## src/rvv_pkg.sv

```systemverilog
`default_nettype none

package rvv_pkg;

    //////////////////// Widths
    localparam int LANE_W     = 32;       // Bits per lane
    localparam int AVL_W      = 9;        // Width of avl and vl
    localparam int REG_ADDR_W = 5;        // 32 vector registers

    //////////////////// vtype encodings
    localparam logic [2:0] SEW_ENC_8  = 3'd0;
    localparam logic [2:0] SEW_ENC_16 = 3'd1;
    localparam logic [2:0] SEW_ENC_32 = 3'd2;   // 3 to 7 reserved

    localparam logic [2:0] LMUL_ENC_1 = 3'd0;
    localparam logic [2:0] LMUL_ENC_2 = 3'd1;
    localparam logic [2:0] LMUL_ENC_4 = 3'd2;
    localparam logic [2:0] LMUL_ENC_8 = 3'd3;   // Fractional LMUL is reserved

    //////////////////// Opcodes and states
    typedef enum logic [3:0] {
        OP_VSETVL  = 4'd0,
        OP_VADD    = 4'd1,
        OP_VSUB    = 4'd2,
        OP_VAND    = 4'd3,
        OP_VOR     = 4'd4,
        OP_VXOR    = 4'd5,
        OP_VMINU   = 4'd6,
        OP_VMAXU   = 4'd7,
        OP_VADD_VX = 4'd8                     // vs2 plus scalar
    } rvv_op_e;

    typedef enum logic [2:0] {
        IDLE    = 3'd0,
        SETUP   = 3'd1,
        READ    = 3'd2,
        DRAIN   = 3'd3,
        ACK     = 3'd4,
        RELEASE = 3'd5
    } issue_state_e;

endpackage

`default_nettype wire

```

## src/rvv_lane.sv

```systemverilog
`timescale 1ns/10ps
`default_nettype none

module rvv_lane import rvv_pkg::*; (
    input  logic              clk,
    input  logic              rst,
    input  logic              in_valid,
    input  logic [LANE_W-1:0] a,          // vs1 slice
    input  logic [LANE_W-1:0] b,          // vs2 slice
    input  logic [LANE_W-1:0] old,        // Old vd slice
    input  logic [3:0]        en,
    input  rvv_op_e           op,
    input  logic [2:0]        sew,
    input  logic [LANE_W-1:0] scalar,
    output logic              out_valid,
    output logic [LANE_W-1:0] result
);

    logic [3:0]        elem_start;        // Byte opens an element
    logic [LANE_W-1:0] scl_rep;
    logic [LANE_W-1:0] add_rhs;
    logic [LANE_W-1:0] add_res;
    logic [LANE_W-1:0] sub_res;           // vs2 minus vs1
    logic [3:0]        ge_top;            // No borrow out of this byte
    logic [LANE_W-1:0] merged;

    always_comb begin
        case (sew)
            SEW_ENC_8: begin
                elem_start = 4'b1111;
                scl_rep    = {4{scalar[7:0]}};
            end
            SEW_ENC_16: begin
                elem_start = 4'b0101;
                scl_rep    = {2{scalar[15:0]}};
            end
            default: begin
                elem_start = 4'b0001;     // SEW_ENC_32
                scl_rep    = scalar;
            end
        endcase
    end

    assign add_rhs = (op == OP_VADD_VX) ? scl_rep : a;

    //////////////////// Byte carry chains
    // Carry restarts at each element border
    always_comb begin
        logic c_add;
        logic c_sub;
        c_add = 1'b0;
        c_sub = 1'b1;
        for (int i = 0; i < 4; i++) begin
            if (elem_start[i]) begin
                c_add = 1'b0;
                c_sub = 1'b1;
            end
            {c_add, add_res[8*i +: 8]} = {1'b0, b[8*i +: 8]} + {1'b0, add_rhs[8*i +: 8]}
                                         + 9'(c_add);
            {c_sub, sub_res[8*i +: 8]} = {1'b0, b[8*i +: 8]} + {1'b0, ~a[8*i +: 8]}
                                         + 9'(c_sub);
            ge_top[i] = c_sub;
        end
    end

    //////////////////// Op select and tail merge
    always_comb begin
        logic       ge;
        logic [7:0] va;
        logic [7:0] vb;
        logic [7:0] alu;
        for (int i = 0; i < 4; i++) begin
            va = a[8*i +: 8];
            vb = b[8*i +: 8];
            ge = (sew == SEW_ENC_8)  ? ge_top[i] :
                 (sew == SEW_ENC_16) ? ge_top[i | 1] : ge_top[3];   // Top byte of element
            case (op)
                OP_VADD, OP_VADD_VX: alu = add_res[8*i +: 8];
                OP_VSUB:  alu = sub_res[8*i +: 8];
                OP_VAND:  alu = va & vb;
                OP_VOR:   alu = va | vb;
                OP_VXOR:  alu = va ^ vb;
                OP_VMINU: alu = ge ? va : vb;
                OP_VMAXU: alu = ge ? vb : va;
                default:  alu = old[8*i +: 8];
            endcase
            merged[8*i +: 8] = en[i] ? alu : old[8*i +: 8];
        end
    end

    always_ff @(posedge clk) begin
        if (!rst)
            out_valid <= 1'b0;
        else
            out_valid <= in_valid;
    end

    always_ff @(posedge clk) begin
        if (in_valid)
            result <= merged;
    end

endmodule

`default_nettype wire

```

## config.mk

```make
export PLATFORM = sky130hd
export DESIGN_NAME = rvv_lane
export DESIGN_NICKNAME = d
export VERILOG_FILES = /design/src/rvv_pkg.sv /design/src/rvv_lane.sv
export SDC_FILE = /design/constraint.sdc
export NUM_CORES = 1
export LEC_CHECK = 0
export CAP_MARGIN = 20
export CORE_MARGIN = 5
export CORE_UTILIZATION = 61
export DETAILED_ROUTE_END_ITERATION = 16
export DONT_BUFFER_PORTS = 1
export PLACE_DENSITY = 0.8
export SLEW_MARGIN = 20
export SYNTH_ARGS = -nofsm -noshare
export SYNTH_HDL_FRONTEND = slang
export SYNTH_SLANG_ARGS = --single-unit
```

## constraint.sdc

```tcl
create_clock -name clk -period 10.6 [get_ports clk]
set_input_delay 3.18 -clock clk [delete_from_list [all_inputs] [get_ports clk]]
set_output_delay 3.18 -clock clk [all_outputs]
set_load 0.02 [all_outputs]
```

* After elaboration in Yosys (flattened, before gate mapping)
Index checks and enable logic that the tools add are counted.
** Word-level totals
- Register bits after elaboration :: 33
** Operators by class
- $add $sub $neg :: 15
- Equality and inequality tests :: 9
- Mux-type cells :: 29
- Bitwise logic cells :: 16
- Reductions and logical operators :: 2
** Operators with widths (number)
- $pmux W8 S7 :: 4
- $mux W8 :: 12
- $pmux W32 S2 :: 1
- $add A8 B8 Y9 :: 7
- $add A9 B1 Y9 :: 5
- $and A8 B8 Y8 :: 4
- $mux W32 :: 1
- $not A8 Y8 :: 4
- $or A8 B8 Y8 :: 4
- $xor A8 B8 Y8 :: 4
- $eq A4 B3 Y1 const B :: 4
- $mux W1 :: 10
- $add A9 B1 Y9 const B :: 1
- $add A8 B1 Y8 :: 1
- $add A8 B8 Y8 :: 1
- $eq A4 B2 Y1 const B :: 2
- $pmux W4 S2 :: 1
- $eq A4 B1 Y1 const B :: 1
- $eq A4 B4 Y1 const B :: 1
- $eq A3 B1 Y1 const B :: 1
- $logic_not A3 Y1 :: 1
- $reduce_or A2 Y1 :: 1

* Logic depth before layout (Yosys ltp)
- Depth in word-level cells :: 14
- Depth in mapped cells :: 40
- Mapped depth without buffers :: 38

* Worst setup path before layout
OpenSTA, ideal clock, no wires.
- Path type :: input-to-reg
- From :: in op[1]
- To :: reg result[30], data pin
- Setup time :: 259 ps
- Arrival :: 10977 ps
- Required time :: 10341 ps
- Setup slack :: -636 ps
- Stages :: 39
- Buffers on the path :: 2
- Cells stage by stage :: clkbuf_1 > nor3_1 > and2_1 > clkbuf_1 > o21ai_0 > ha_1 > fa_1 > a21oi_1 > o21bai_1 > a21o_1 > a21oi_1 > nor2b_1 > o21ai_0 > a21oi_1 > fa_1 > fa_1 > a21o_1 > a21oi_1 > [3 not listed] > nor2_1 > fa_1 > fa_1 > a21o_1 > a21oi_1 > o21ai_0 > a21o_1 > a21oi_1 > nor2_1 > fa_1 > fa_1 > a21o_1 > a21o_1 > a21o_1 > a21oi_1 > xnor2_1 > a21oi_1 > a21oi_1
** On the way
- Longest elaborated chain between the ends :: 11
- Elaborated cells between the ends (all ways) :: 22
- Classes of those cells :: add/sub: 7; eq/ne: 8; mux: 6; reduce/logical: 1
** Ends and longest elaborated chain
- start: declaration :: line rvv_lane.sv:12 : input rvv_op_e op,
- $eq A4 B4 Y1 :: line rvv_lane.sv:44, rvv_lane.sv:77
- $mux W32 :: line rvv_lane.sv:44 : assign add_rhs = (op == OP_VADD_VX) ? scl_rep : a;
- $add A8 B8 Y9 :: line rvv_lane.sv:58 : {c_add, add_res[8*i +: 8]} = {1'b0, b[8*i +: 8]} + {1'b0, add_rhs[8*i +: 8]}
- $mux W1 :: line rvv_lane.sv:54 : if (elem_start[i]) begin
- $add A9 B1 Y9 :: line rvv_lane.sv:59 : + 9'(c_add);
- $mux W1 :: line rvv_lane.sv:54
- $add A9 B1 Y9 :: line rvv_lane.sv:59
- $mux W1 :: line rvv_lane.sv:54
- $add A8 B1 Y8 :: line rvv_lane.sv:59
- $pmux W8 S7 * :: line rvv_lane.sv:77 : case (op)
- $mux W8 * :: line rvv_lane.sv:87 : merged[8*i +: 8] = en[i] ? alu : old[8*i +: 8];
- net merged[30] :: line rvv_lane.sv:25 : logic [LANE_W-1:0] merged;
- end signal: assignment :: line rvv_lane.sv:100 : result <= merged;
- end: declaration :: line rvv_lane.sv:16 : output logic [LANE_W-1:0] result
Mark *: on every way through the listed nets, which the timed path passes. The rest lies on a longest branch.
A chain may end at the register's enable or synchronous reset.

* Worst setup path in the final report
- From :: in op[2]
- To :: reg result[30], data pin
Same word-level chain as after synthesis.

==> impl_metrics.csv <==
group,metric,value,unit
power,leakagePower,3.365,nW
floorplanning,die_h,116.9,um
global_route,grt_max_degree,36,
place,place_congestion,0.9595,
clock_tree,numCtsBuffers,5,
sta,clock.fmax,0.09646,GHz
route,wirelength,24400,um
setup_path,crit_required,10640,ps
floorplanning,coreArea,11320,sq um
place,placed_cells,1035,
global_route,grt_pass1_vias,7123,
power,ir_worst_vdd,0.06089,mV
global_route,grt_pass1_wl,36840,um
route,drc,0,
yosys,synth_top_area_cell,"ha_1",
cells_and_area,drive_gt1_frac,0.1109,
setup_path,setup.worst_path.start_class,"input pin",
yosys,synthTopCellsByArea,"ha_1 22%, edfxtp_1 14%, nor2_1 5.4%",
hold_path,hold_class,"in -> reg",
floorplanning,start_util,0.6154,
global_route,overflow,0,
yosys,yosysWarningCount,0,
global_route,antenna_found_initial,0,
sta,period_minus_slack,10370,ps
clock_tree,clk_path_buf_depth,2,
global_route,grt_usage,0.3503,
setup_path,arrival,10410,ps
yosys,post-synth-top-count-cell,"ha_1",
yosys,syn_area_per_cell,7.872,sq um
sta,hold_violations,0,
yosys,ys_seq_area_frac,0.1408,
yosys,synth_common_cells,"121 x ha_1, 101 x nor2_1, 83 x inv_1, 66 x o21ai_0, 64 x nand2_1",
floorplanning,io_pins,175,
clock_tree,root_buffer,"clkbuf_16",
yosys,yosysUniqueCellTypes,62,
setup_path,end_kind,"register",
yosys,synth-main-ff-cell,"edfxtp_1",
cells_and_area,n_fill_cell,920,
route,drt-pass1-iter-count,7,
setup_path,slowest_delay,430,ps
setup_path,critPathLaunch,"op[2]",
route,vias,7077,
yosys,ys_async_sr_fraction,0,
yosys,ys_ff_latch,33,
yosys,synth_fp_nets,1162,
clock_tree,path_clk_slew,60,ps
setup_path,worst-setup-path-type,"in -> reg",
outcome,status,"completed",
cells_and_area,area_growth,9.626,%
floorplanning,dieArea,13660,sq um
route,drt-initial-drc-count,854,
yosys,synth.top_cell.area_share,0.2173,
floorplanning,rows,39,
yosys,synth_area,6967,sq um
cells_and_area,fin_cells,1045,
sta,drv_slew,0,
sta,finalSetupTns,0,ps
place,hpwl,18310,um
route,wl_per_cell,23.34,um
route,vias_per_cell,6.772,
setup_path,critical_path.slowest_cell,"fa_2",
sta,relSlewSlack,0.3174,
sta,setup_viol,0,
sta,hold_slack,2997,ps
route,ant_nets,0,
yosys,synth_cells,885,
clock_tree,clock-sinks,33,
cells_and_area,num_antenna_cells,0,
power,power_density,86.03,nW/um^2
sta,fin_crit_sh,0.9780,
setup_path,endpoint,"result[30]",
sta,worst_pin_slew,1023,ps
yosys,synth_edf_count,32,
place,io_buffers,0,
job,drv_cap,0,
cells_and_area,fin_util,0.6746,
clock_tree,cts_tree,"built",
cells_and_area,fin_nets,1178,
floorplanning,die_w,116.9,um
setup_path,crit_top_cell,"a21o_1",
clock_tree,htreeDepth,2,
setup_path,crit_fanout,9,
[worst min-delay path by stage]
| stage | startpoint | end | slack, ps | cells after the start |
|---|---|---|---|---|
| 2_1_floorplan | in_valid | result[0] | 3290 | 0 |
| 3_3_place_gp | in_valid | result[3] | 3300 | 0 |
| 3_5_place_dp | in_valid | result[2] | 3300 | 0 |
| 4_1_cts | in_valid | result[3] | 3000 | 0 |
| 5_1_grt | in_valid | result[5] | 2990 | 0 |
| 6_report | in_valid | result[3] | 3000 | 0 |
[logic make-up (layout without fill, tap and decap cells)]
| kind of cell | Yosys count | after routing | share of synthesized area |
|---|---|---|---|
| AO/OA/AOI/OAI | 290 | 290 | 0.2884 |
| XOR/XNOR | 43 | 43 | 0.05406 |
| adder cells (fa/ha/maj) | 135 | 135 | 0.2575 |
| buffers and inverters | 121 | 138 | 0.06735 |
| flip-flops | 33 | 33 | 0.1408 |
| multiplexers | 31 | 31 | 0.04508 |
| AND/OR/NAND/NOR | 232 | 232 | 0.1467 |
[routing by layer]
metal | up-vias | share of wire | GRT usage
met5 | - | 0 | 0
met4 | 0 | 0.053 | 0.1858
met3 | 97 | 0.11 | 0.09923
met2 | 409 | 0.46 | 0.5711
met1 | 3334 | 0.37 | 0.4188
li1 | 3237 | - | -
[sequential cells by signal, summed over array words and instances, names as in the netlist]
register,flops
result,32
out_valid,1
[cell usage in the layout (no fill, tap or decap), types with 11 or more instances in the layout]
master    count
edfxtp_1     32
nand2b_1     12
fa_2         11
xnor2_1      35
a22oi_1      38
a21oi_1      49
mux2i_1      30
ha_1        120
a21o_1       12
a221oi_1     27
o21ai_0      62
a211oi_1     14
o211ai_1     11
inv_1        83
nand2_1      64
nor2_1       98
buf_4        46
nor2b_1      14
[metrics by stage]
step	total power, mW	setup slack (ps)	instance area, sq um
finish	0.6570	233.1	7637
global route	0.6960	-57.25	7637
CTS	0.6427	26.94	7523
detailed placement	0.4829	-254.1	7373
global placement	0.4726	-240.6	7371
floorplan	0.4121	39.61	7013
[layout make-up]
class                           instances  area (sq um)  share of cell area
Multi-Input combinational cell        731          5670              0.7425
Sequential cell                        33         980.9              0.1284
Timing Repair Buffer                   46         345.3             0.04522
Inverter                               84         315.3             0.04128
Tap cell                              143         178.9             0.02343
Clock buffer                            8         146.4             0.01917
[worst max-delay path, delay by kind of cell]
family          cells  cell delay, ps
fa+ha+maj           8            3010
compound gates     23            3520
xor+xnor            1              70
simple gates        5             600
[repair_timing]
action / in CTS / in global routing
hold buffers: 0 / 0
setup endpoints to repair: 3 / 32
pin swaps: 0 / 16
buffers inserted: 0 / 2
resized for setup: 2 / 25
[power breakdown]
part	internal [mW]	total (mW)	switching, mW
clock network	0.0942	0.160	0.0655
logic	0.141	0.312	0.171
registers	0.162	0.186	0.0234
total	0.397	0.657	0.260
No activity file was read; power rests on OpenSTA's default activity.
