File: config.mk
export PLATFORM = sky130hd
export DESIGN_NAME = rvv_vtype_unit
export DESIGN_NICKNAME = d
export VERILOG_FILES = /design/src/rvv_pkg.sv /design/src/rvv_vtype_unit.sv
export SDC_FILE = /design/constraint.sdc
export NUM_CORES = 1
export LEC_CHECK = 0
export BUFFER_PORTS_ARGS = -buffer_cell sky130_fd_sc_hd__clkbuf_2
export CAP_MARGIN = 20
export CORE_UTILIZATION = 50
export DETAILED_ROUTE_END_ITERATION = 16
export PLACE_DENSITY = 0.79
export SYNTH_ARGS = -nofsm -noshare
export SYNTH_HDL_FRONTEND = slang
export SYNTH_SLANG_ARGS = --single-unit
File: constraint.sdc
create_clock -name clk -period 3.9 [get_ports clk]
set_input_delay 0.39 -clock clk [delete_from_list [all_inputs] [get_ports clk]]
set_output_delay 0.39 -clock clk [all_outputs]
set_load 0.05 [all_outputs]
File: src/rvv_pkg.sv
`default_nettype none

package rvv_pkg;

    //////////////////// Widths
    localparam int LANE_W     = 32;       // Bits per lane
    localparam int AVL_W      = 9;        // Width of avl and vl
    localparam int REG_ADDR_W = 5;        // 32 vector registers

    //////////////////// vtype encodings
    localparam logic [2:0] SEW_ENC_8  = 3'd0;
    localparam logic [2:0] SEW_ENC_16 = 3'd1;
    localparam logic [2:0] SEW_ENC_32 = 3'd2;   // 3 to 7 reserved

    localparam logic [2:0] LMUL_ENC_1 = 3'd0;
    localparam logic [2:0] LMUL_ENC_2 = 3'd1;
    localparam logic [2:0] LMUL_ENC_4 = 3'd2;
    localparam logic [2:0] LMUL_ENC_8 = 3'd3;   // Fractional LMUL is reserved

    //////////////////// Opcodes and states
    typedef enum logic [3:0] {
        OP_VSETVL  = 4'd0,
        OP_VADD    = 4'd1,
        OP_VSUB    = 4'd2,
        OP_VAND    = 4'd3,
        OP_VOR     = 4'd4,
        OP_VXOR    = 4'd5,
        OP_VMINU   = 4'd6,
        OP_VMAXU   = 4'd7,
        OP_VADD_VX = 4'd8                     // vs2 plus scalar
    } rvv_op_e;

    typedef enum logic [2:0] {
        IDLE    = 3'd0,
        SETUP   = 3'd1,
        READ    = 3'd2,
        DRAIN   = 3'd3,
        ACK     = 3'd4,
        RELEASE = 3'd5
    } issue_state_e;

endpackage

`default_nettype wire

File: src/rvv_vtype_unit.sv
`timescale 1ns/10ps
`default_nettype none

module rvv_vtype_unit import rvv_pkg::*; #(
    parameter int LANES = 4
) (
    input  logic             clk,
    input  logic             rst,
    input  logic             setup_en,
    input  logic [2:0]       sew_enc,
    input  logic [2:0]       lmul_enc,
    input  logic [AVL_W-1:0] avl,
    output logic [AVL_W-1:0] vl_q,
    output logic [2:0]       sew_q,
    output logic [2:0]       lmul_q,
    output logic             vill_q
);

    localparam int VLEN   = LANES * LANE_W;
    localparam int ELEMS8 = VLEN / 8;     // Elements per register at SEW 8

    logic [AVL_W:0] elems_per_reg;
    logic [AVL_W:0] vlmax;
    logic           sew_ok;
    logic           lmul_ok;

    //////////////////// Decode
    always_comb begin
        sew_ok = 1'b1;
        case (sew_enc)
            SEW_ENC_8:  elems_per_reg = (AVL_W+1)'(ELEMS8);
            SEW_ENC_16: elems_per_reg = (AVL_W+1)'(ELEMS8 / 2);
            SEW_ENC_32: elems_per_reg = (AVL_W+1)'(ELEMS8 / 4);
            default: begin
                elems_per_reg = '0;
                sew_ok        = 1'b0;     // Reserved SEW
            end
        endcase
    end

    always_comb begin
        lmul_ok = 1'b1;
        case (lmul_enc)
            LMUL_ENC_1: vlmax = elems_per_reg;
            LMUL_ENC_2: vlmax = elems_per_reg << 1;
            LMUL_ENC_4: vlmax = elems_per_reg << 2;
            LMUL_ENC_8: vlmax = elems_per_reg << 3;
            default: begin
                vlmax   = '0;
                lmul_ok = 1'b0;           // Fractional or reserved
            end
        endcase
    end

    //////////////////// vl and vtype registers
    always_ff @(posedge clk) begin
        if (!rst) begin
            vl_q   <= '0;
            sew_q  <= '0;
            lmul_q <= '0;
            vill_q <= 1'b0;
        end else if (setup_en) begin
            if (sew_ok && lmul_ok) begin
                vl_q   <= ({1'b0, avl} < vlmax) ? avl : vlmax[AVL_W-1:0];
                sew_q  <= sew_enc;
                lmul_q <= lmul_enc;
                vill_q <= 1'b0;
            end else begin
                vl_q   <= '0;             // vill clears vl and vtype
                sew_q  <= '0;
                lmul_q <= '0;
                vill_q <= 1'b1;
            end
        end
    end

endmodule

`default_nettype wire

=== Yosys cells after proc, flatten, opt, wreduce, memory -nomap -nowiden ===
Cells that the tools add are included.
W data, S select, Z words.

* Add/subtract/negate cells: 0
* $mul: 0
* Div/mod/pow operators: 0
* Order comparisons: 1
* Equal/unequal tests: 5
* Shift-type cells: 0
* Muxes and demuxes: 9
* Bitwise operators: 0
* Reduce and logical (&&, ||, !) cells: 5

{| class="wikitable"
|+ Operators by type and width
! cell !! number
|-
| $pmux W10 S4 || 1
|-
| $mux W9 || 2
|-
| $pmux W5 S3 || 1
|-
| $lt A9 B10 Y1 || 1
|-
| $eq A3 B2 Y1 const B || 3
|-
| $eq A3 B1 Y1 const B || 2
|-
| $logic_not A3 Y1 || 2
|-
| $mux W3 || 2
|-
| $reduce_or A4 Y1 || 1
|-
| $mux W1 || 3
|-
| $reduce_or A3 Y1 || 1
|-
| $logic_and A1 B1 Y1 || 1
|}

* Flip-flop bits (word level): 16
* Latch bits: 0
* Memory bits (writable): 0
* ROM bits: 0
* Output and inout bits: 16
* Word-level logic and storage cells: 24
* Memories: 0

=== Depth between registers and ports, before layout ===
Gate-level depths: netlist of the first run.

* Depth after elaboration: 6
* Gate-level depth with buffers: 11
* Depth with buffers taken out: 9

=== Worst setup path before layout of the first run ===
Ideal clock, no wire load.

* Path type: input-to-reg
* From: input sew_enc[0]
* To: register vl_q[5]
* Library setup time: 120 ps
* Arrival time: 2073 ps
* Path slack: 1707 ps
* Stages on the path: 11
* Path through: buf_6 nand2b_1 nor3b_1 o21ai_1 ha_1 o211ai_1 a31oi_1 o32ai_2 buf_6 and3_1 a211o_1

* Cells in the longest elaborated chain, start to end: 6
* Elaborated cells between the ends (all ways): 11
* Those cells by class: order compare (1); eq/ne (2); mux (5); reduce/logical (3)

{| class="wikitable"
|+ RTL lines
! element !! RTL line !! source
|-
| start, declared || rvv_vtype_unit.sv:10 || <nowiki>input logic [2:0] sew_enc,</nowiki>
|-
| $eq A3 B2 Y1 (tied with other cells) || rvv_vtype_unit.sv:30 || <nowiki>case (sew_enc)</nowiki>
|-
| $pmux W5 S3 || rvv_vtype_unit.sv:30 ||
|-
| $pmux W10 S4 || rvv_vtype_unit.sv:43 || <nowiki>case (lmul_enc)</nowiki>
|-
| $lt A9 B10 Y1 || rvv_vtype_unit.sv:64 || <nowiki>vl_q <= ({1'b0, avl} < vlmax) ? avl : vlmax[AVL_W-1:0];</nowiki>
|-
| $mux W9 || rvv_vtype_unit.sv:64 ||
|-
| $mux W9 * || rvv_vtype_unit.sv:63 || <nowiki>if (sew_ok && lmul_ok) begin</nowiki>
|-
| end signal, assigned || rvv_vtype_unit.sv:64 ||
|-
| end, declared || rvv_vtype_unit.sv:13 || <nowiki>output logic [AVL_W-1:0] vl_q,</nowiki>
|}

Every way passes the cells marked *; elsewhere a longest branch is shown, timed or not.
A chain may end at the register's enable or synchronous reset.

=== Worst setup path after layout of the first run ===
* From: input sew_enc[2]
* To: register vl_q[7]

The elaborated chain is that of the path after synthesis.

==> flow_summary.toml, run 1 <==
[global_route]
first_global_vias = 722
track_usage_pct = 20.4
grt_max_degree = 14
antenna_found_initial = 0
grt-ovfl-total = 0
grt_pass1_wl_um = 2930

[cts]
cts_num_sinks = 16
numCtsBuffers = 3
clk_pin_slew_ns = 0.10
postCtsSetupRepairBufs = 0
insertion_delay_ns = 0.28
cts_root_buf = "clkbuf_4"
h-tree-depth = 1
cts_tree = "yes"
clk_path_buf_depth = 2
holdBufCountCts = 0
post_cts_resized = 0

[sta]
max_slew_margin_pct = 49.1
final-setup-viol-count = 0
fin_crit_sh_pct = 55.8
slew_violations = 0
worst_slack_ns = 1.72
clock_skew_ns = 0
whs_ns = 0.313
hold_violations = 0
rsz0062_at_grt = "false"
max_freq_mhz = 459
setup_tns_ns = 0
worst_pin_slew_ns = 0.762
fin_crit_ns = 2.18

[run]
cap_violations = 0

[worst_hold_path]
min-delay-start = "avl[1]"
hold_path_class = "in2reg"
worstHoldEndpoint = "vl_q[1]"
holdPathStages = 2

[pwr]
leakagePower_nw = 0.527
irDropWorstVdd_mv = 0.245
power_density_nw_per_um2 = 315

[layout]
drive_above_1_share_pct = 30.5
multiInputGateArea_um2 = 515
antenna_cells = 0
final_cell_mix = "33 x clkbuf_2, 16 x dfxtp_1, 9 x nand2_1"
area.growth.synth_to_final_pct = 20.7
final_common_cell = "clkbuf_2"
fin_nets = 152
regArea_um2 = 320
finalInstanceArea_um2 = 1060
fin_cells = 144
fill_cells = 144

[floorplan]
die-area_um2 = 1920
die_width_um = 43.9
start_util_pct = 55.6
row_count = 14
die_y_um = 43.9
core_area_um2 = 1580
ios = 34

[detailed_routing]
drc_errors = 0
first_pass_iters = 5
drtIter0Drc = 9
drt_wl_total_um = 1780
detail-route-antenna-nets = 0
routedWlPerCell_um = 12.4
vias = 807
routed_via_density = 5.60

[placed_design]
dp.cells = 140
place.gp.congestion = 0.754
dp_hpwl_um = 1430
port_buffers = 33
place_ws_ns = 1.44
place_area_um2 = 1020

[yosys]
ys_seq_area_share_pct = 36.6
syn_area_per_cell_um2 = 9.03
synth_area_um2 = 876
synth_nets = 120
synth_seq_cells = 16
yosysWarningCount = 0
synthCells = 97
ys_types = 33

[critical_path]
cp_slowest_stage_delay_ns = 0.57
endpoint_kind = "flip-flop"
crit_chain = "clkbuf_2 > or2_1 > nor2_1 > nand3_1 > ha_1 > o21a_1 > o32ai_2 > nor3_1 > a211o_1"
worstPathRequired_ns = 4.09
startpoint_type = "primary input"
path_max_fanout = 13
r2r-end = "vl_q[7]"
arrival_ns = 2.37
slowest_stage = "o32ai_2"
ff2ff_path_depth = 1
worst_r2r_startpoint = "vl_q[7]"
critPathKind = "in2reg"
rrSetupSlack_ns = 3.23

[run_status]
status = "finished, final reports clean"
worst max-delay path by stage:
stage / from / endpoint / cells past startpoint
finish: sew_enc[2] / vl_q[7] / 9
global placement: sew_enc[1] / vl_q[2] / 10
detailed placement: sew_enc[1] / vl_q[2] / 10
global route: sew_enc[2] / vl_q[7] / 9
CTS: sew_enc[1] / vl_q[2] / 10
floorplan: sew_enc[0] / vl_q[5] / 11
critical path, delay by kind of cell:
family,cells,cell delay [ns]
AO/OA/AOI/OAI,3,0.92
adder cells (fa/ha/maj),1,0.31
buffers and inverters,1,0.09
AND/OR/NAND/NOR,4,0.66
power by group:
part	internal [mW]	leakage, nW	switching (mW)
clock	0.0569	0.0210	0.0555
combinational	0.0207	0.376	0.0332
sequential	0.165	0.129	0.00104
state kept, by name, indices dropped and copies added (netlist names):
register,flops
vl_q,9
vill_q,1
lmul_q,3
sew_q,3
layer usage:
metal	up-vias	share of wire [%]	GRT usage (%)	wire, µm
met3	4	4.8	6.25	86
met2	22	47	35.2	842
met4	0	1.1	7.27	19
li1	414	-	-	-
met5	-	0	0	0
met1	367	47	23.8	830
synthesized netlist by cell type (all sizes together):
master   instances  area [µm²]
or3              2        12.5
nor2b            3        18.8
a31oi            1        6.26
dfxtp           16         320
nor4b            1        23.8
nand2b           3        18.8
nor3b            1        7.51
a211o            4        35.0
and2             4        25.0
a21boi           1        7.51
clkbuf           2        7.51
o211a            1        10.0
ha               5        62.6
o211ai           1        7.51
o22ai            1        6.26
and3b            1        8.76
a22o             4        35.0
xnor2            2        17.5
o2bb2ai          1        8.76
mux2i            1        10.0
o32ai            1        16.3
nor2             6        22.5
and3             5        31.3
nor3             4        20.0
a21oi            1        5.00
o21a             1        7.51
nand3            8        40.0
o21ai            1        5.00
nor4             1        6.26
buf              4        32.5
or2              1        6.26
nand2            9        33.8
layout make-up:
type                    count  share of cell area [%]
well taps                  16                    1.89
repair buffers             33                    15.6
multi-input cells          75                    48.8
clock buffers               4                    3.43
flip-flops and latches     16                    30.3
through the flow:
stage / power (mW) / util (%)
after floorplan: 0.209 / -
after global placement: 0.223 / 64.8
after detailed placement: 0.224 / 64.8
after CTS: 0.332 / 67.1
after global routing: 0.346 / 67.1
final: 0.333 / 67.1
cells by family (layout without fill, tap and decap cells):
family / Yosys count / after routing / share of synthesized area (%)
flip-flops: 16 / 16 / 36.6
multiplexers: 1 / 1 / 1.14
XOR/XNOR: 2 / 2 / 2.00
AO/OA/AOI/OAI: 18 / 18 / 17.1
adder cells (fa/ha/maj): 5 / 5 / 7.14
buffers and inverters: 6 / 37 / 4.57
AND/OR/NAND/NOR: 49 / 49 / 31.4
Note: power is estimated with default switching activity, not from simulation.
==> run 2, diff against run 1 <==
CORE_UTILIZATION = 42   (was 50)
PLACE_DENSITY = 0.7   (was 0.79)
clock period = 1.8 ns   (was 3.9 ns; I/O delays follow)
==> run 2 against run 1 <==
Final area grew 38%. Register-to-register slack worse by 2.1 ns. Combinational power rose to 3.8 times the previous value. Via count grew 16%. Hold slack got worse by 0.22 ns. Setup slack worse by 1.7 ns. Largest power group unchanged. Highest routed layer unchanged.
==> flow_summary.toml, run 2 (synthesis results as in run 1) <==
[cts]
cts_root_buf = "clkbuf_4"
insertion_delay_ns = 0.29
clk_pin_slew_ns = 0.09
clk_path_buf_depth = 2
cts_tree = "yes"
cts_num_sinks = 16
h-tree-depth = 1
numCtsBuffers = 3

[sta]
max_freq_mhz = 557
worst_pin_slew_ns = 0.771
rsz0062_at_grt = "true"
clock_skew_ns = 0
max_slew_margin_pct = 48.5
worst_slack_ns = 0.00517
hold_violations = 0
fin_crit_ns = 1.79
final-setup-viol-count = 0
fin_crit_sh_pct = 99.7
slew_violations = 0
whs_ns = 0.0920

[placed_design]
place.gp.congestion = 0.875
place_area_um2 = 1210
dp_hpwl_um = 1670
place_ws_ns = -0.355
port_buffers = 33

[critical_path]
path_max_fanout = 6
crit_chain = "buf_8 > nand2b_4 > o22ai_2 > nand2_2 > ha_4 > o211ai_1 > a31oi_2 > buf_4 > o32ai_4 > nor3_2 > a211o_1"
startpoint_type = "primary input"
worstPathRequired_ns = 1.99
slowest_stage = "ha_4"
arrival_ns = 1.99
worst-path-buf-inv = 2
critical-path-top-delay-family = "compound AO/OA/AOI/OAI gates"
cp_slowest_stage_delay_ns = 0.24
critPathKind = "in2reg"
endpoint_kind = "flip-flop"

[detailed_routing]
routed_via_density = 5.31
drc_errors = 0
drtIter0Drc = 11
drt_wl_total_um = 2510
first_pass_iters = 4
vias = 934
detail-route-antenna-nets = 0
routedWlPerCell_um = 14.2

[layout]
finalInstanceArea_um2 = 1460
fin_nets = 173
final_cell_mix = "31 x clkbuf_2, 20 x buf_4, 16 x dfxtp_1"
top_register = "vl_q"
largest_registers = "vl_q (9), lmul_q (3), sew_q (3)"
drive_above_1_share_pct = 58.4
final_common_cell = "clkbuf_2"
fin_util_pct = 74.2
antenna_cells = 0
fill_cells = 151
largest_register_ffs = 9
area.growth.synth_to_final_pct = 66.1

[worst_hold_path]
hold_path_class = "in2reg"

[floorplan]
die_width_um = 47.7
core_area_um2 = 1960
start_util_pct = 44.6
row_count = 16
die_y_um = 47.7
die-area_um2 = 2270
ios = 34

[global_route]
antenna_found_initial = 0
grt-ovfl-total = 0
grt_pass1_wl_um = 3410
first_global_vias = 823
grt_max_degree = 14
track_usage_pct = 22.2

[run]
cap_violations = 0

[pwr]
leakagePower_nw = 0.674
irDropWorstVdd_mv = 0.631
total_power_mw = 0.807
power_density_nw_per_um2 = 555

[run_status]
status = "finished, final reports clean"
## run 2: changes by cell type in the layout (fill, tap and decap cells not counted), moves of 3 or more
cell     previous run  this run
nor3_1              4         1
nor3_2              0         3
ha_1                5         2
buf_4               0        20
nand3_1             8         5
## run 2: path summary, 6_finish.rpt
check / start / cells after the start / slack [ns] / end
setup / recovery: sew_enc[1] / 11 / 0.005 / vl_q[5]
hold / removal: avl[0] / 2 / 0.09 / vl_q[0]
setup reg to reg: vl_q[6] / 1 / 1.13 / vl_q[6]
hold reg to reg: vl_q[8] / 1 / 0.46 / vl_q[8]
## run 2: final cells by class
cell class / instances / area [µm²] / area share (%)
timing repair buffer: 53 / 335 / 23.0
sequential: 16 / 320 / 22.0
tap: 27 / 33.8 / 2.32
multi-input combinational: 76 / 729 / 50.1
clock buffer: 4 / 36.3 / 2.49
## run 2: routing by layer
layer  GRT usage (%)  wire (µm)
met3            8.68        115
met5               0          0
met1            21.8        976
met2            40.0       1350
met4            12.2         63
## run 2: stage by stage
step                      cells  setup TNS [ns]
after floorplan              97          -0.438
after global placement      168           -1.92
after detailed placement    168           -2.34
after CTS                   174               0
after global routing        176          -0.299
final                       176               0
## run 2: what timing repair did
| item | 4_1_cts | 5_1_grt |
|---|---|---|
| resized for setup | 7 | 26 |
| pin swaps | 6 | 18 |
| hold buffers | 0 | 0 |
| setup endpoints to repair | 4 | 8 |
| setup buffers | 2 | 2 |
| gates cloned | 1 | 0 |
## run 2: power by group
group	internal (mW)	switching, mW	total, mW
sequential	0.358	0.00248	0.361
clock	0.123	0.116	0.240
combinational	0.0973	0.109	0.207
total	0.579	0.228	0.807
