### config.mk
export PLATFORM = sky130hd
export DESIGN_NAME = rvv_issue_ctrl
export DESIGN_NICKNAME = d
export VERILOG_FILES = /design/src/rvv_pkg.sv /design/src/rvv_issue_ctrl.sv
export SDC_FILE = /design/constraint.sdc
export NUM_CORES = 1
export LEC_CHECK = 0
export ABC_CLOCK_PERIOD_IN_PS = 6900
export BUFFER_PORTS_ARGS = -buffer_cell sky130_fd_sc_hd__buf_2
export CAP_MARGIN = 20
export CORE_AREA = 2 2 354 356
export CTS_CLUSTER_DIAMETER = 60
export DETAILED_ROUTE_END_ITERATION = 10
export DIE_AREA = 0 0 356 358
export GPL_ROUTABILITY_DRIVEN = 0
export SLEW_MARGIN = 15
export SYNTH_ARGS = -nofsm -noshare
export SYNTH_HDL_FRONTEND = slang
export SYNTH_SLANG_ARGS = --single-unit
### constraint.sdc
create_clock -name clk -period 6.9 [get_ports clk]
set_clock_uncertainty 0.2 [all_clocks]
set_input_delay 0.345 -clock clk [delete_from_list [all_inputs] [get_ports clk]]
set_output_delay 0.345 -clock clk [all_outputs]
set_load 0.01 [all_outputs]
### src/rvv_pkg.sv
`default_nettype none

package rvv_pkg;

    //////////////////// Widths
    localparam int LANE_W     = 32;       // Bits per lane
    localparam int AVL_W      = 9;        // Width of avl and vl
    localparam int REG_ADDR_W = 5;        // 32 vector registers

    //////////////////// vtype encodings
    localparam logic [2:0] SEW_ENC_8  = 3'd0;
    localparam logic [2:0] SEW_ENC_16 = 3'd1;
    localparam logic [2:0] SEW_ENC_32 = 3'd2;   // 3 to 7 reserved

    localparam logic [2:0] LMUL_ENC_1 = 3'd0;
    localparam logic [2:0] LMUL_ENC_2 = 3'd1;
    localparam logic [2:0] LMUL_ENC_4 = 3'd2;
    localparam logic [2:0] LMUL_ENC_8 = 3'd3;   // Fractional LMUL is reserved

    //////////////////// Opcodes and states
    typedef enum logic [3:0] {
        OP_VSETVL  = 4'd0,
        OP_VADD    = 4'd1,
        OP_VSUB    = 4'd2,
        OP_VAND    = 4'd3,
        OP_VOR     = 4'd4,
        OP_VXOR    = 4'd5,
        OP_VMINU   = 4'd6,
        OP_VMAXU   = 4'd7,
        OP_VADD_VX = 4'd8                     // vs2 plus scalar
    } rvv_op_e;

    typedef enum logic [2:0] {
        IDLE    = 3'd0,
        SETUP   = 3'd1,
        READ    = 3'd2,
        DRAIN   = 3'd3,
        ACK     = 3'd4,
        RELEASE = 3'd5
    } issue_state_e;

endpackage

`default_nettype wire

### src/rvv_issue_ctrl.sv
`timescale 1ns/10ps
`default_nettype none

module rvv_issue_ctrl import rvv_pkg::*; #(
    parameter int LANES = 4
) (
    input  logic                        clk,
    input  logic                        rst,
    input  logic                        req,
    output logic                        ack,
    input  rvv_op_e                     op,
    input  logic [REG_ADDR_W-1:0]       vd,
    input  logic [REG_ADDR_W-1:0]       vs1,
    input  logic [REG_ADDR_W-1:0]       vs2,
    input  logic [LANE_W-1:0]           scalar,
    input  logic [AVL_W-1:0]            vl_q,
    input  logic [2:0]                  sew_q,
    input  logic [2:0]                  lmul_q,
    input  logic                        vill_q,
    output logic                        setup_en,
    output logic [REG_ADDR_W-1:0]       ra_a,
    output logic [REG_ADDR_W-1:0]       ra_b,
    output logic [REG_ADDR_W-1:0]       ra_c,
    input  logic [LANES*LANE_W-1:0]     rd_a,
    input  logic [LANES*LANE_W-1:0]     rd_b,
    input  logic [LANES*LANE_W-1:0]     rd_c,
    output logic [LANES*LANE_W-1:0]     lane_a,
    output logic [LANES*LANE_W-1:0]     lane_b,
    output logic [LANES*LANE_W-1:0]     lane_old,
    output logic [LANES*LANE_W/8-1:0]   lane_en,
    output rvv_op_e                     lane_op,
    output logic [2:0]                  lane_sew,
    output logic [LANE_W-1:0]           lane_scalar,
    output logic                        issue_valid,
    output logic [2:0]                  issue_idx,
    input  logic                        group_done
);

    localparam int VLEN   = LANES * LANE_W;
    localparam int ELEMS8 = VLEN / 8;

    issue_state_e state;
    logic [2:0]   k;                      // Group member being read
    logic [3:0]   grp_size;
    logic         last_k;

    assign grp_size = 4'd1 << lmul_q;
    assign last_k   = ({1'b0, k} == grp_size - 4'd1);

    //////////////////// Handshake FSM
    always_ff @(posedge clk) begin
        if (!rst) begin
            state <= IDLE;
            k     <= '0;
            ack   <= 1'b0;
        end else begin
            case (state)
                IDLE: begin
                    k <= '0;
                    if (req) begin
                        if (op == OP_VSETVL)
                            state <= SETUP;
                        else if (vill_q)
                            state <= ACK;     // Illegal vtype, no write
                        else
                            state <= READ;
                    end
                end
                SETUP: state <= ACK;
                READ: begin
                    if (last_k)
                        state <= DRAIN;
                    else
                        k <= k + 3'd1;
                end
                DRAIN: if (group_done) state <= ACK;
                ACK: begin
                    ack   <= 1'b1;
                    state <= RELEASE;
                end
                RELEASE: begin
                    if (!req) begin
                        ack   <= 1'b0;
                        state <= IDLE;
                    end
                end
                default: state <= IDLE;
            endcase
        end
    end

    assign setup_en    = (state == SETUP);
    assign issue_valid = (state == READ);
    assign issue_idx   = k;

    //////////////////// Operand distribution
    assign ra_a = vs1 + REG_ADDR_W'(k);
    assign ra_b = vs2 + REG_ADDR_W'(k);
    assign ra_c = vd + REG_ADDR_W'(k);

    assign lane_a      = rd_a;
    assign lane_b      = rd_b;
    assign lane_old    = rd_c;
    assign lane_op     = op;
    assign lane_sew    = sew_q;
    assign lane_scalar = scalar;

    // A byte is enabled while its element index is below vl
    always_comb begin
        logic [AVL_W-1:0] idx;
        for (int j = 0; j < ELEMS8; j++) begin
            idx = AVL_W'(k) * AVL_W'(ELEMS8 >> sew_q) + AVL_W'(j >> sew_q);
            lane_en[j] = (idx < vl_q);
        end
    end

endmodule

`default_nettype wire

* Word level (Yosys, flattened, before mapping)
Index checks and enable logic that the tools add are counted.
Cells by class: equality and inequality tests 11, reduce and logical (&&, ||, !) cells 7, magnitude comparators 16, multiplexer cells 11, shifts and indexed selects 18, multiply operators 1, add/subtract/negate cells 21
Operators by type and width (number):
- $add A9 B9 Y9 | 16
- $lt A9 B9 Y1 | 16
- $shr A4 B3 Y9 const A | 8
- $shr A3 B3 Y9 const A | 4
- $mux W3 | 7
- $pmux W3 S6 | 1
- $shr A1 B3 Y9 const A | 2
- $shr A2 B3 Y9 const A | 2
- $add A5 B3 Y5 | 3
- $mul A3 B9 Y9 | 1
- $shr A5 B3 Y9 const A | 1
- $ne A2 B2 Y1 const B | 4
- $eq A3 B2 Y1 const B | 2
- $eq A3 B3 Y1 const B | 2
- $pmux W3 S2 | 1
- $eq A3 B4 Y1 | 1
- $logic_not A4 Y1 | 1
- $reduce_and A2 Y1 | 2
- $reduce_and A4 Y1 | 1
- $reduce_bool A2 Y1 | 2
- $shl A1 B3 Y4 const A | 1
- $sub A4 B1 Y4 const B | 1
- $add A3 B1 Y3 const B | 1
- $eq A3 B1 Y1 const B | 1
- other kinds (4) | 4
Storage, ports and cells: flip-flop bits (word level) 7, output and inout bits 460, input port bits 455

* Logic depth before layout (Yosys ltp)
Gate-level depths: netlist (run 1).
word-level depth 5, mapped depth 23

* Worst setup path after synthesis (run 1)
OpenSTA, ideal clock, no wires.
path kind input-to-output, from input port sew_q[0], to output port lane_en[12], slack 1281 ps, required time 6355 ps, stages 21, data arrival time 5074 ps, path buffers 2, cell sequence inv_1 -> ha_1 -> nor2b_1 -> nand2_1 -> fa_1 -> inv_1 -> ha_1 -> inv_1 -> fa_1 -> inv_1 -> clkbuf_1 -> ha_1 -> buf_1 -> a21oi_1 -> xnor2_1 -> ha_1 -> a21o_1 -> a21o_1 -> a211oi_1 -> o21ai_0 -> o211ai_1
On the way: word-level cells in the longest chain between the ends 4, elaborated cells between the ends (all ways) 5, classes of those cells add/sub: 1; mul: 1; order compare: 1; shift: 2
Ends and longest elaborated chain:
- from (decl) | line rvv_issue_ctrl.sv:17 | input logic [2:0] sew_q,
- $shr A5 B3 Y9 | line rvv_issue_ctrl.sv:112 | idx = AVL_W'(k) * AVL_W'(ELEMS8 >> sew_q) + AVL_W'(j >> sew_q);
- $mul A3 B9 Y9 | line rvv_issue_ctrl.sv:112
- $add A9 B9 Y9 (*) | line rvv_issue_ctrl.sv:112
- $lt A9 B9 Y1 (*) | line rvv_issue_ctrl.sv:113 | lane_en[j] = (idx < vl_q);
- to (decl) | line rvv_issue_ctrl.sv:30 | output logic [LANES*LANE_W/8-1:0] lane_en,
Mark *: on every way between the ends. The rest lies on a longest branch, timed or not.

* Worst setup path after layout (run 1)
from input port sew_q[0], to output port lane_en[10]
Same word-level chain as after synthesis.

==> results of run 1 <==
[sequential cells by signal (all words and copies together) (netlist names)]
register / cells
ack: 1
issue_idx: 3
state: 3
[worst max-delay path, delay by kind of cell]
| family | cells | cell delay (ns) |
|---|---|---|
| AO/OA/AOI/OAI | 6 | 1.03 |
| XOR/XNOR | 1 | 0.13 |
| adder cells (fa/ha/maj) | 6 | 2.34 |
| buffers and inverters | 7 | 1.10 |
| AND/OR/NAND/NOR | 3 | 0.84 |
[how the worst min path moves through the flow]
stage,start,to,slack (ns),cells after the start
finish,rst,issue_idx[2],0.23,3
global route,rst,issue_idx[0],0.27,3
CTS,rst,issue_idx[2],0.24,3
detailed placement,ack,ack,0.36,3
global placement,ack,ack,0.35,3
floorplan,rst,issue_idx[2],0.26,2
[stage by stage]
stage	hold WS, ns	setup slack, ns
after floorplan	0.261	1.28
after global placement	0.347	0.580
after detailed placement	0.359	0.506
after CTS	0.239	0.490
after global routing	0.272	0.125
final	0.230	0.543
[area by class of cell]
type                    count  area [µm²]  share of cell area [%]
repair buffers            113         656                    7.12
inverters                  69         259                    2.81
clock buffers               4        78.8                   0.856
diodes                      2        5.00                  0.0544
well taps                1637        2050                    22.3
multi-input cells         728        6020                    65.4
flip-flops and latches      7         140                    1.52
[cell families (layout without fill, tap and decap cells)]
| logic type | after synthesis | after routing | share of synthesized area (%) |
|---|---|---|---|
| flops | 7 | 7 | 1.44 |
| xor+xnor | 104 | 104 | 9.39 |
| other cells | 0 | 2 | 0 |
| fa+ha+maj | 201 | 201 | 27.5 |
| simple gates | 225 | 225 | 12.0 |
| buf+inv | 522 | 186 | 36.7 |
| mux | 3 | 3 | 0.322 |
| compound gates | 195 | 195 | 12.7 |
[cell usage in the layout (no fill, tap or decap), types with 3 or more instances in the layout]
cell / Yosys / routed
nor2b_1: 18 / 18
o21ai_0: 60 / 60
nor3_1: 29 / 29
nor2_1: 46 / 46
nor3_2: 4 / 4
nand2b_1: 22 / 22
and3_1: 13 / 13
fa_1: 21 / 21
xnor2_1: 84 / 82
dfxtp_1: 7 / 7
or3_1: 16 / 16
o211ai_1: 11 / 11
nand2_1: 39 / 39
ha_1: 180 / 180
inv_1: 69 / 69
nand3_1: 23 / 23
clkbuf_16: 0 / 3
a211oi_1: 15 / 15
buf_4: 423 / 30
buf_2: 5 / 82
a21oi_1: 37 / 37
o21a_1: 10 / 10
and2_1: 5 / 5
a21o_1: 50 / 50
xor2_1: 20 / 20
[power by group]
part,leakage (nW),switching (mW),internal (mW)
sequential,0.0572,0.0237,0.0512
clock,0.0382,0.0226,0.0770
combinational,3.99,0.250,0.177
[routing by layer]
metal  wire length [µm]  part of all wire, %
met5                342                 0.77
met4               3210                  7.2
met3               8090                   18
met2              17400                   39
met1              15400                   35
==> impl_metrics.yaml, run 1 <==
sta:
  tns_ns: 0
  setup_viol: 0
  max_freq_mhz: 157
  fin_crit_sh_pct: 92.1
  tightest_slew_ns: 0.955
  hold_viol_final: 0
  fin_crit_ns: 6.36
  rsz0062_at_grt: "no"
  finalMaxSlewViolations: 0
  slew_headroom_pct: 36.0
cells_and_area:
  fillers: 14549
  syn_to_final_growth_pct: -5.15
  postLayoutCoreUtil_pct: 7.46
  stdcell_count: 2560
  nets: 1578
  drive_above_1_share_pct: 13.8
  fin_area_um2: 9200
die:
  dieArea_um2: 127000
  die_h_um: 358
  die_width_um: 356
  start_util_pct: 7.87
  ios: 915
  fp-row-count: 129
  core_area_um2: 123000
power:
  power_mw: 0.601
  p_leak_nw: 4.09
  powerDensity_nw_per_um2: 65.3
  ir_drop_mv: 0.0646
logic_synthesis:
  synth_top_area_share_pct: 32.7
  synthTopCellsByArea: "buf_4 (33%), ha_1 (23%), xnor2_1 (7.6%), fa_1 (4.3%), a21o_1 (3.9%)"
  syn_inst: 1257
  synth_edf_count: 0
  ys_warn_count: 0
  synth_fp_nets: 1913
  ys_ff_latch: 7
  avgSynthCellArea_um2: 7.72
  synth_most_common_cell: "buf_4"
  synthTopCellsByCount: "buf_4 (423), ha_1 (180), xnor2_1 (84)"
  ys_seq_area_share_pct: 1.44
  syn_area_um2: 9700
  synthFlopType: "dfxtp_1"
  postSynth.asyncResetShare_pct: 0
  yosysTopAreaCell: "buf_4"
  synth_cell_types: 48
setup_path:
  worst_ep_required_time_ns: 6.36
  path_class: "in2out"
  critPathLaunch: "sew_q[0]"
  critPathLaunchType: "input pin"
  slowest_delay_ns: 0.69
  arrival_ns: 5.81
  rr_endpoint: "state[1]"
  path_cells: "buf_2, inv_1, ha_1, nor2b_1, nand2_1, fa_1, inv_1, ha_1, inv_1, fa_1, inv_1, ha_1, buf_4, o21ai_0, nand2b_1, xnor2_1, ha_1, a21o_1, a21o_1, a211oi_1, o21ai_0, o211ai_1, buf_2"
  worst-r2r-cell-count: 6
  endpoint_kind: "output pin"
  slowest_stage: "ha_1"
  reg2reg_slack_ns: 4.06
  worstReg2RegStart: "issue_idx[2]"
  crit_fanout: 16
  cp-endpoint: "lane_en[10]"
grt:
  grt_pass1_vias: 6935
  grt_max_degree: 23
  grt-ovfl-total: 0
  antenna_found_initial: 4
  grt_most_used_layer: "met2"
  grt_use_met3_pct: 5.15
  grtUsageMet1_pct: 6.62
  met2_usage_pct: 9.09
  grt_use_total_pct: 6.56
  grt_pass1_wl_um: 58300
place:
  placed_cells: 2554
  io_buffers: 82
  hpwlAfterDp_um: 36700
  placed_area_um2: 9120
routing:
  wl_per_cell_um: 17.4
  vias: 7019
  first_iter_violations: 325
  ant_nets: 0
  totalWireLength_um: 44500
  drt-pass1-iter-count: 4
  drc: 0
  vias_per_cell: 2.74
cts:
  cts_buffer_depth: 2
  cts-root-buf: "clkbuf_16"
  cts_resized: 0
  cts_setup_buffers: 0
  cts.sinks: 7
  postCtsHoldBufs: 0
  clk_pin_slew_ns: 0.04
  cts_tree: "yes"
  clk_latency_ns: 0.23
  cts_buffers: 3
  h-tree-depth: 1
flow_run:
  maxCapViolCount: 0
run_status:
  outcome: "complete, no violations"
hold_path:
  hold_class: "in2reg"
Power figures use the tool's default switching activity.
==> inputs of run 2 (changes only) <==
PLACE_DENSITY_LB_ADDON = 0.2   (was default)
==> impl_metrics.yaml, run 2 (synthesis results as in run 1) <==
run_status:
  outcome: "complete, no violations"
routing:
  drt-pass1-iter-count: 4
  vias_per_cell: 2.65
  drc: 0
  ant_nets: 0
  totalWireLength_um: 41600
  wl_per_cell_um: 16.3
  first_iter_violations: 239
  vias: 6763
grt:
  grt_use_total_pct: 6.26
  grt_pass1_vias: 7226
  antenna_found_initial: 3
  grt_pass1_wl_um: 57100
  grt-ovfl-total: 0
  grt_max_degree: 23
setup_path:
  critPathLaunchType: "input pin"
  endpoint_kind: "output pin"
  reg2reg_slack_ns: 4.47
  rr_endpoint: "state[1]"
  crit_fanout: 11
  path_class: "in2out"
  worst_ep_required_time_ns: 6.36
  worst-r2r-cell-count: 5
  arrival_ns: 5.44
  worstReg2RegStart: "issue_idx[1]"
die:
  core_area_um2: 123000
  ios: 915
  die_h_um: 358
  start_util_pct: 7.87
  die_width_um: 356
  dieArea_um2: 127000
  fp-row-count: 129
cells_and_area:
  fin_area_um2: 9160
  fillers: 14519
  final_common_cell: "ha_1"
  layout_common_cells: "ha_1 (180), xnor2_1 (83), buf_2 (82), inv_1 (69), o21ai_0 (60)"
  syn_to_final_growth_pct: -5.61
  nets: 1574
  postLayoutCoreUtil_pct: 7.43
  stdcell_count: 2555
  drive_above_1_share_pct: 13.4
sta:
  worst_slack_ns: 0.919
  slew_headroom_pct: 33.4
  finalMaxSlewViolations: 0
  rsz0062_at_grt: "no"
  tns_ns: 0
  hold_viol_final: 0
  fin_crit_sh_pct: 86.7
  tightest_slew_ns: 0.998
  setup_viol: 0
  fin_crit_ns: 5.98
  hold_slack_ns: 0.221
  max_freq_mhz: 167
place:
  pre_cts_slack_ns: 0.890
  placed_cells: 2550
  io_buffers: 82
  hpwlAfterDp_um: 33800
  placed_area_um2: 9080
cts:
  cts_tree: "yes"
  cts_setup_buffers: 0
  cts_buffers: 3
  cts_buffer_depth: 2
  postCtsHoldBufs: 0
  clk_pin_slew_ns: 0.04
  cts-root-buf: "clkbuf_16"
  clk_latency_ns: 0.23
  cts_resized: 0
  h-tree-depth: 1
  cts.sinks: 7
power:
  powerDensity_nw_per_um2: 64.3
  p_leak_nw: 4.07
  ir_drop_mv: 0.0861
  power_mw: 0.589
hold_path:
  min_to: "issue_idx[2]"
  worstHoldStart: "rst"
  worstHoldPathCells: 3
  hold_class: "in2reg"
flow_run:
  maxCapViolCount: 0
-- run 2: where the power goes --
part	leakage [nW]	switching, mW	internal [mW]	total (mW)
Sequential	0.0572	0.0289	0.0512	0.0802
Clock	0.0382	0.0218	0.0769	0.0986
Combinational	3.97	0.239	0.172	0.410
-- run 2: final cells by class --
class	count	area, µm²	share of cell area (%)
diodes	1	2.50	0.0273
clock buffers	4	78.8	0.861
inverters	69	259	2.83
multi-input cells	728	6020	65.7
flip-flops and latches	7	140	1.53
well taps	1637	2050	22.4
repair buffers	109	613	6.69
-- run 2: worst max-delay path by stage --
stage | end | depth (start not counted) | startpoint | slack, ns
2_1_floorplan | lane_en[12] | 21 | sew_q[0] | 1.28
3_5_place_dp | lane_en[12] | 24 | sew_q[0] | 0.89
3_3_place_gp | lane_en[5] | 23 | sew_q[0] | 0.94
6_report | lane_en[12] | 24 | sew_q[0] | 0.92
5_1_grt | lane_en[15] | 26 | sew_q[0] | 0.37
4_1_cts | lane_en[15] | 26 | sew_q[0] | 0.90
-- run 2: per-layer routing --
| layer | part of all wire (%) | vias up | global-route usage [%] |
|---|---|---|---|
| met1 | 37 | 3002 | 6.68 |
| met2 | 43 | 468 | 9.49 |
| li1 | - | 3101 | - |
| met4 | 5.4 | 6 | 3.00 |
| met3 | 14 | 186 | 4.03 |
| met5 | 0.45 | - | 1.07 |
-- run 2: worst max-delay path: stages --
cell and delay, ns:
buf_2 0.16, inv_1 0.20, ha_1 0.18, nor2b_1 0.12
buf_4 0.18, nand2_1 0.08, fa_1 0.46, inv_1 0.07
ha_1 0.16, inv_1 0.06, fa_1 0.69, inv_1 0.10
ha_1 0.34, buf_4 0.20, nand2_1 0.12, o21ai_0 0.47
nand2_1 0.17, xnor2_1 0.16, ha_1 0.30, a21o_1 0.18
a211oi_1 0.25, o21ai_0 0.14, o211ai_1 0.11, buf_2 0.21
==> inputs of run 3 (changes only) <==
ABC_AREA = 1   (was default)
CORE_AREA = 5 5 348 350   (was 2 2 354 356)
DIE_AREA = 0 0 353 355   (was 0 0 356 358)
==> impl_metrics.yaml, run 3 <==
run_status:
  outcome: "complete, no violations"
sta:
  hold_slack_ns: 0.191
  fin_crit_ns: 5.93
  slew_headroom_pct: 46.2
  hold_viol_final: 0
  setup_viol: 0
  fin_crit_sh_pct: 85.9
  worst_slack_ns: 0.974
  tns_ns: 0
  max_freq_mhz: 169
  tightest_slew_ns: 0.806
  finalMaxSlewViolations: 0
  rsz0062_at_grt: "no"
power:
  ir_drop_mv: 0.0871
  powerDensity_nw_per_um2: 79.0
  p_leak_nw: 4.30
grt:
  grt_pass1_vias: 7773
  grt_use_total_pct: 6.55
  antenna_found_initial: 4
  grt_pass1_wl_um: 59600
  grt-ovfl-total: 0
  grt_max_degree: 50
routing:
  first_iter_violations: 251
  wl_per_cell_um: 16.8
  vias: 7305
  drt-pass1-iter-count: 4
  ant_nets: 0
  totalWireLength_um: 43600
  vias_per_cell: 2.81
  drc: 0
setup_path:
  path_class: "reg2out"
  arrival_ns: 5.38
  worst-r2r-cell-count: 8
  rr_endpoint: "state[1]"
  worst_ep_required_time_ns: 6.36
  critPathLaunchType: "flop"
  crit_fanout: 12
  worstReg2RegStart: "issue_idx[0]"
  reg2reg_slack_ns: 4.41
  endpoint_kind: "output pin"
logic_synthesis:
  postSynth.asyncResetShare_pct: 0
  synthTopCellsByArea: "buf_4 (33%), ha_1 (23%), inv_1 (5.9%), nand2_1 (5.8%), a21oi_1 (5.1%)"
  syn_inst: 1396
  synth_most_common_cell: "buf_4"
  ys_warn_count: 0
  syn_area_um2: 9800
  synthTopCellsByCount: "buf_4 (426), ha_1 (180), inv_1 (153)"
  synth_top_area_share_pct: 32.6
  synth_cell_types: 31
  yosysTopAreaCell: "buf_4"
  synth_fp_nets: 2052
  ys_ff_latch: 7
  synthFlopType: "dfxtp_1"
  synth_edf_count: 0
  ys_seq_area_share_pct: 1.43
  avgSynthCellArea_um2: 7.02
cts:
  postCtsHoldBufs: 0
  cts_resized: 0
  clk_pin_slew_ns: 0.04
  cts-root-buf: "clkbuf_16"
  cts_tree: "yes"
  h-tree-depth: 1
  cts_buffer_depth: 2
  cts_setup_buffers: 0
  cts_buffers: 3
  cts.sinks: 7
  clk_latency_ns: 0.23
die:
  fp-row-count: 126
  start_util_pct: 8.35
  die_h_um: 355
  die_width_um: 353
  core_area_um2: 117000
  dieArea_um2: 125000
  ios: 915
cells_and_area:
  layout_common_cells: "ha_1 (180), inv_1 (153), nand2_1 (151), a21oi_1 (99), nor2_1 (98)"
  seqCellArea_um2: 140
  final_common_cell: "ha_1"
  nets: 1722
  fillers: 13818
  drive_above_1_share_pct: 11.5
  multi_input_comb_area_um2: 5830
  syn_to_final_growth_pct: -6.43
place:
  pre_cts_slack_ns: 0.777
  hpwlAfterDp_um: 35800
  io_buffers: 82
hold_path:
  min_to: "state[0]"
  hold_class: "in2reg"
  worstHoldPathCells: 3
  worstHoldStart: "rst"
flow_run:
  maxCapViolCount: 0
==> run 3: cell count changes after synthesis, sizes merged, moves of 20 or more <==
cell,delta
a21o,-50
nand2b,-22
xor2,+38
nor2,+52
a21oi,+61
xnor2,-50
nand2,+112
o21ai,-20
inv,+86
==> run 3: metal layers <==
metal	part of all wire, %	track usage (%)	vias to the layer above
li1	-	-	3421
met3	16	5.01	130
met1	41	7.60	3196
met5	0.95	2.46	-
met4	2.8	1.58	12
met2	39	9.23	546
==> run 3: worst max-delay path by stage <==
stage                 startpoint          end  slack (ns)  cells past startpoint
floorplan               sew_q[0]  lane_en[14]        1.62                     24
global placement        sew_q[0]  lane_en[10]        0.94                     26
detailed placement      sew_q[0]  lane_en[10]        0.78                     26
CTS                 issue_idx[1]  lane_en[10]        0.67                     21
global route        issue_idx[1]  lane_en[10]        0.34                     21
finish              issue_idx[1]  lane_en[10]        0.97                     21
==> run 3: cell families after synthesis <==
logic type,count (synthesis),synth area share [%]
AO/OA/AOI/OAI,171,9.62
XOR/XNOR,92,8.37
adder cells (fa/ha/maj),201,27.3
buffers and inverters,600,39.5
flip-flops,7,1.43
AND/OR/NAND/NOR,325,13.9
==> run 3: power breakdown <==
| group | leakage (nW) | internal (mW) | switching (mW) |
|---|---|---|---|
| clock | 0.0382 | 0.0769 | 0.0220 |
| sequential | 0.0575 | 0.0544 | 0.0298 |
| combinational | 4.21 | 0.197 | 0.345 |
==> run 3: cell type report <==
| type | instances | share of cell area [%] |
|---|---|---|
| inverters | 155 | 6.34 |
| well taps | 1536 | 20.9 |
| multi-input cells | 789 | 63.5 |
| repair buffers | 110 | 6.76 |
| flip-flops and latches | 7 | 1.53 |
| diodes | 2 | 0.0546 |
| clock buffers | 4 | 0.859 |
==> run 3: worst max-delay path: stages, from the launching register on <==
cell      delay, ns
dfxtp_1        0.83
nand2_1        0.17
fa_1           0.49
inv_1          0.07
ha_1           0.17
inv_1          0.08
fa_1           0.66
inv_2          0.08
ha_1           0.30
inv_1          0.06
nor2_1         0.52
nand2_1        0.10
nand2_1        0.14
nand3_1        0.11
xor2_1         0.19
ha_1           0.29
inv_1          0.07
nor3_1         0.07
nand4_1        0.07
a21oi_1        0.04
a211oi_1       0.38
buf_2          0.26
==> run 3: through the flow <==
step	instance area (µm²)	instances	util (%)	power [mW]
2_1_floorplan	9800	1396	-	0.669
3_3_place_gp	9090	2597	7.74	0.659
3_5_place_dp	9090	2597	7.74	0.645
4_1_cts	9170	2601	7.81	0.749
5_1_grt	9170	2601	7.81	0.827
6_report	9170	2603	7.81	0.725
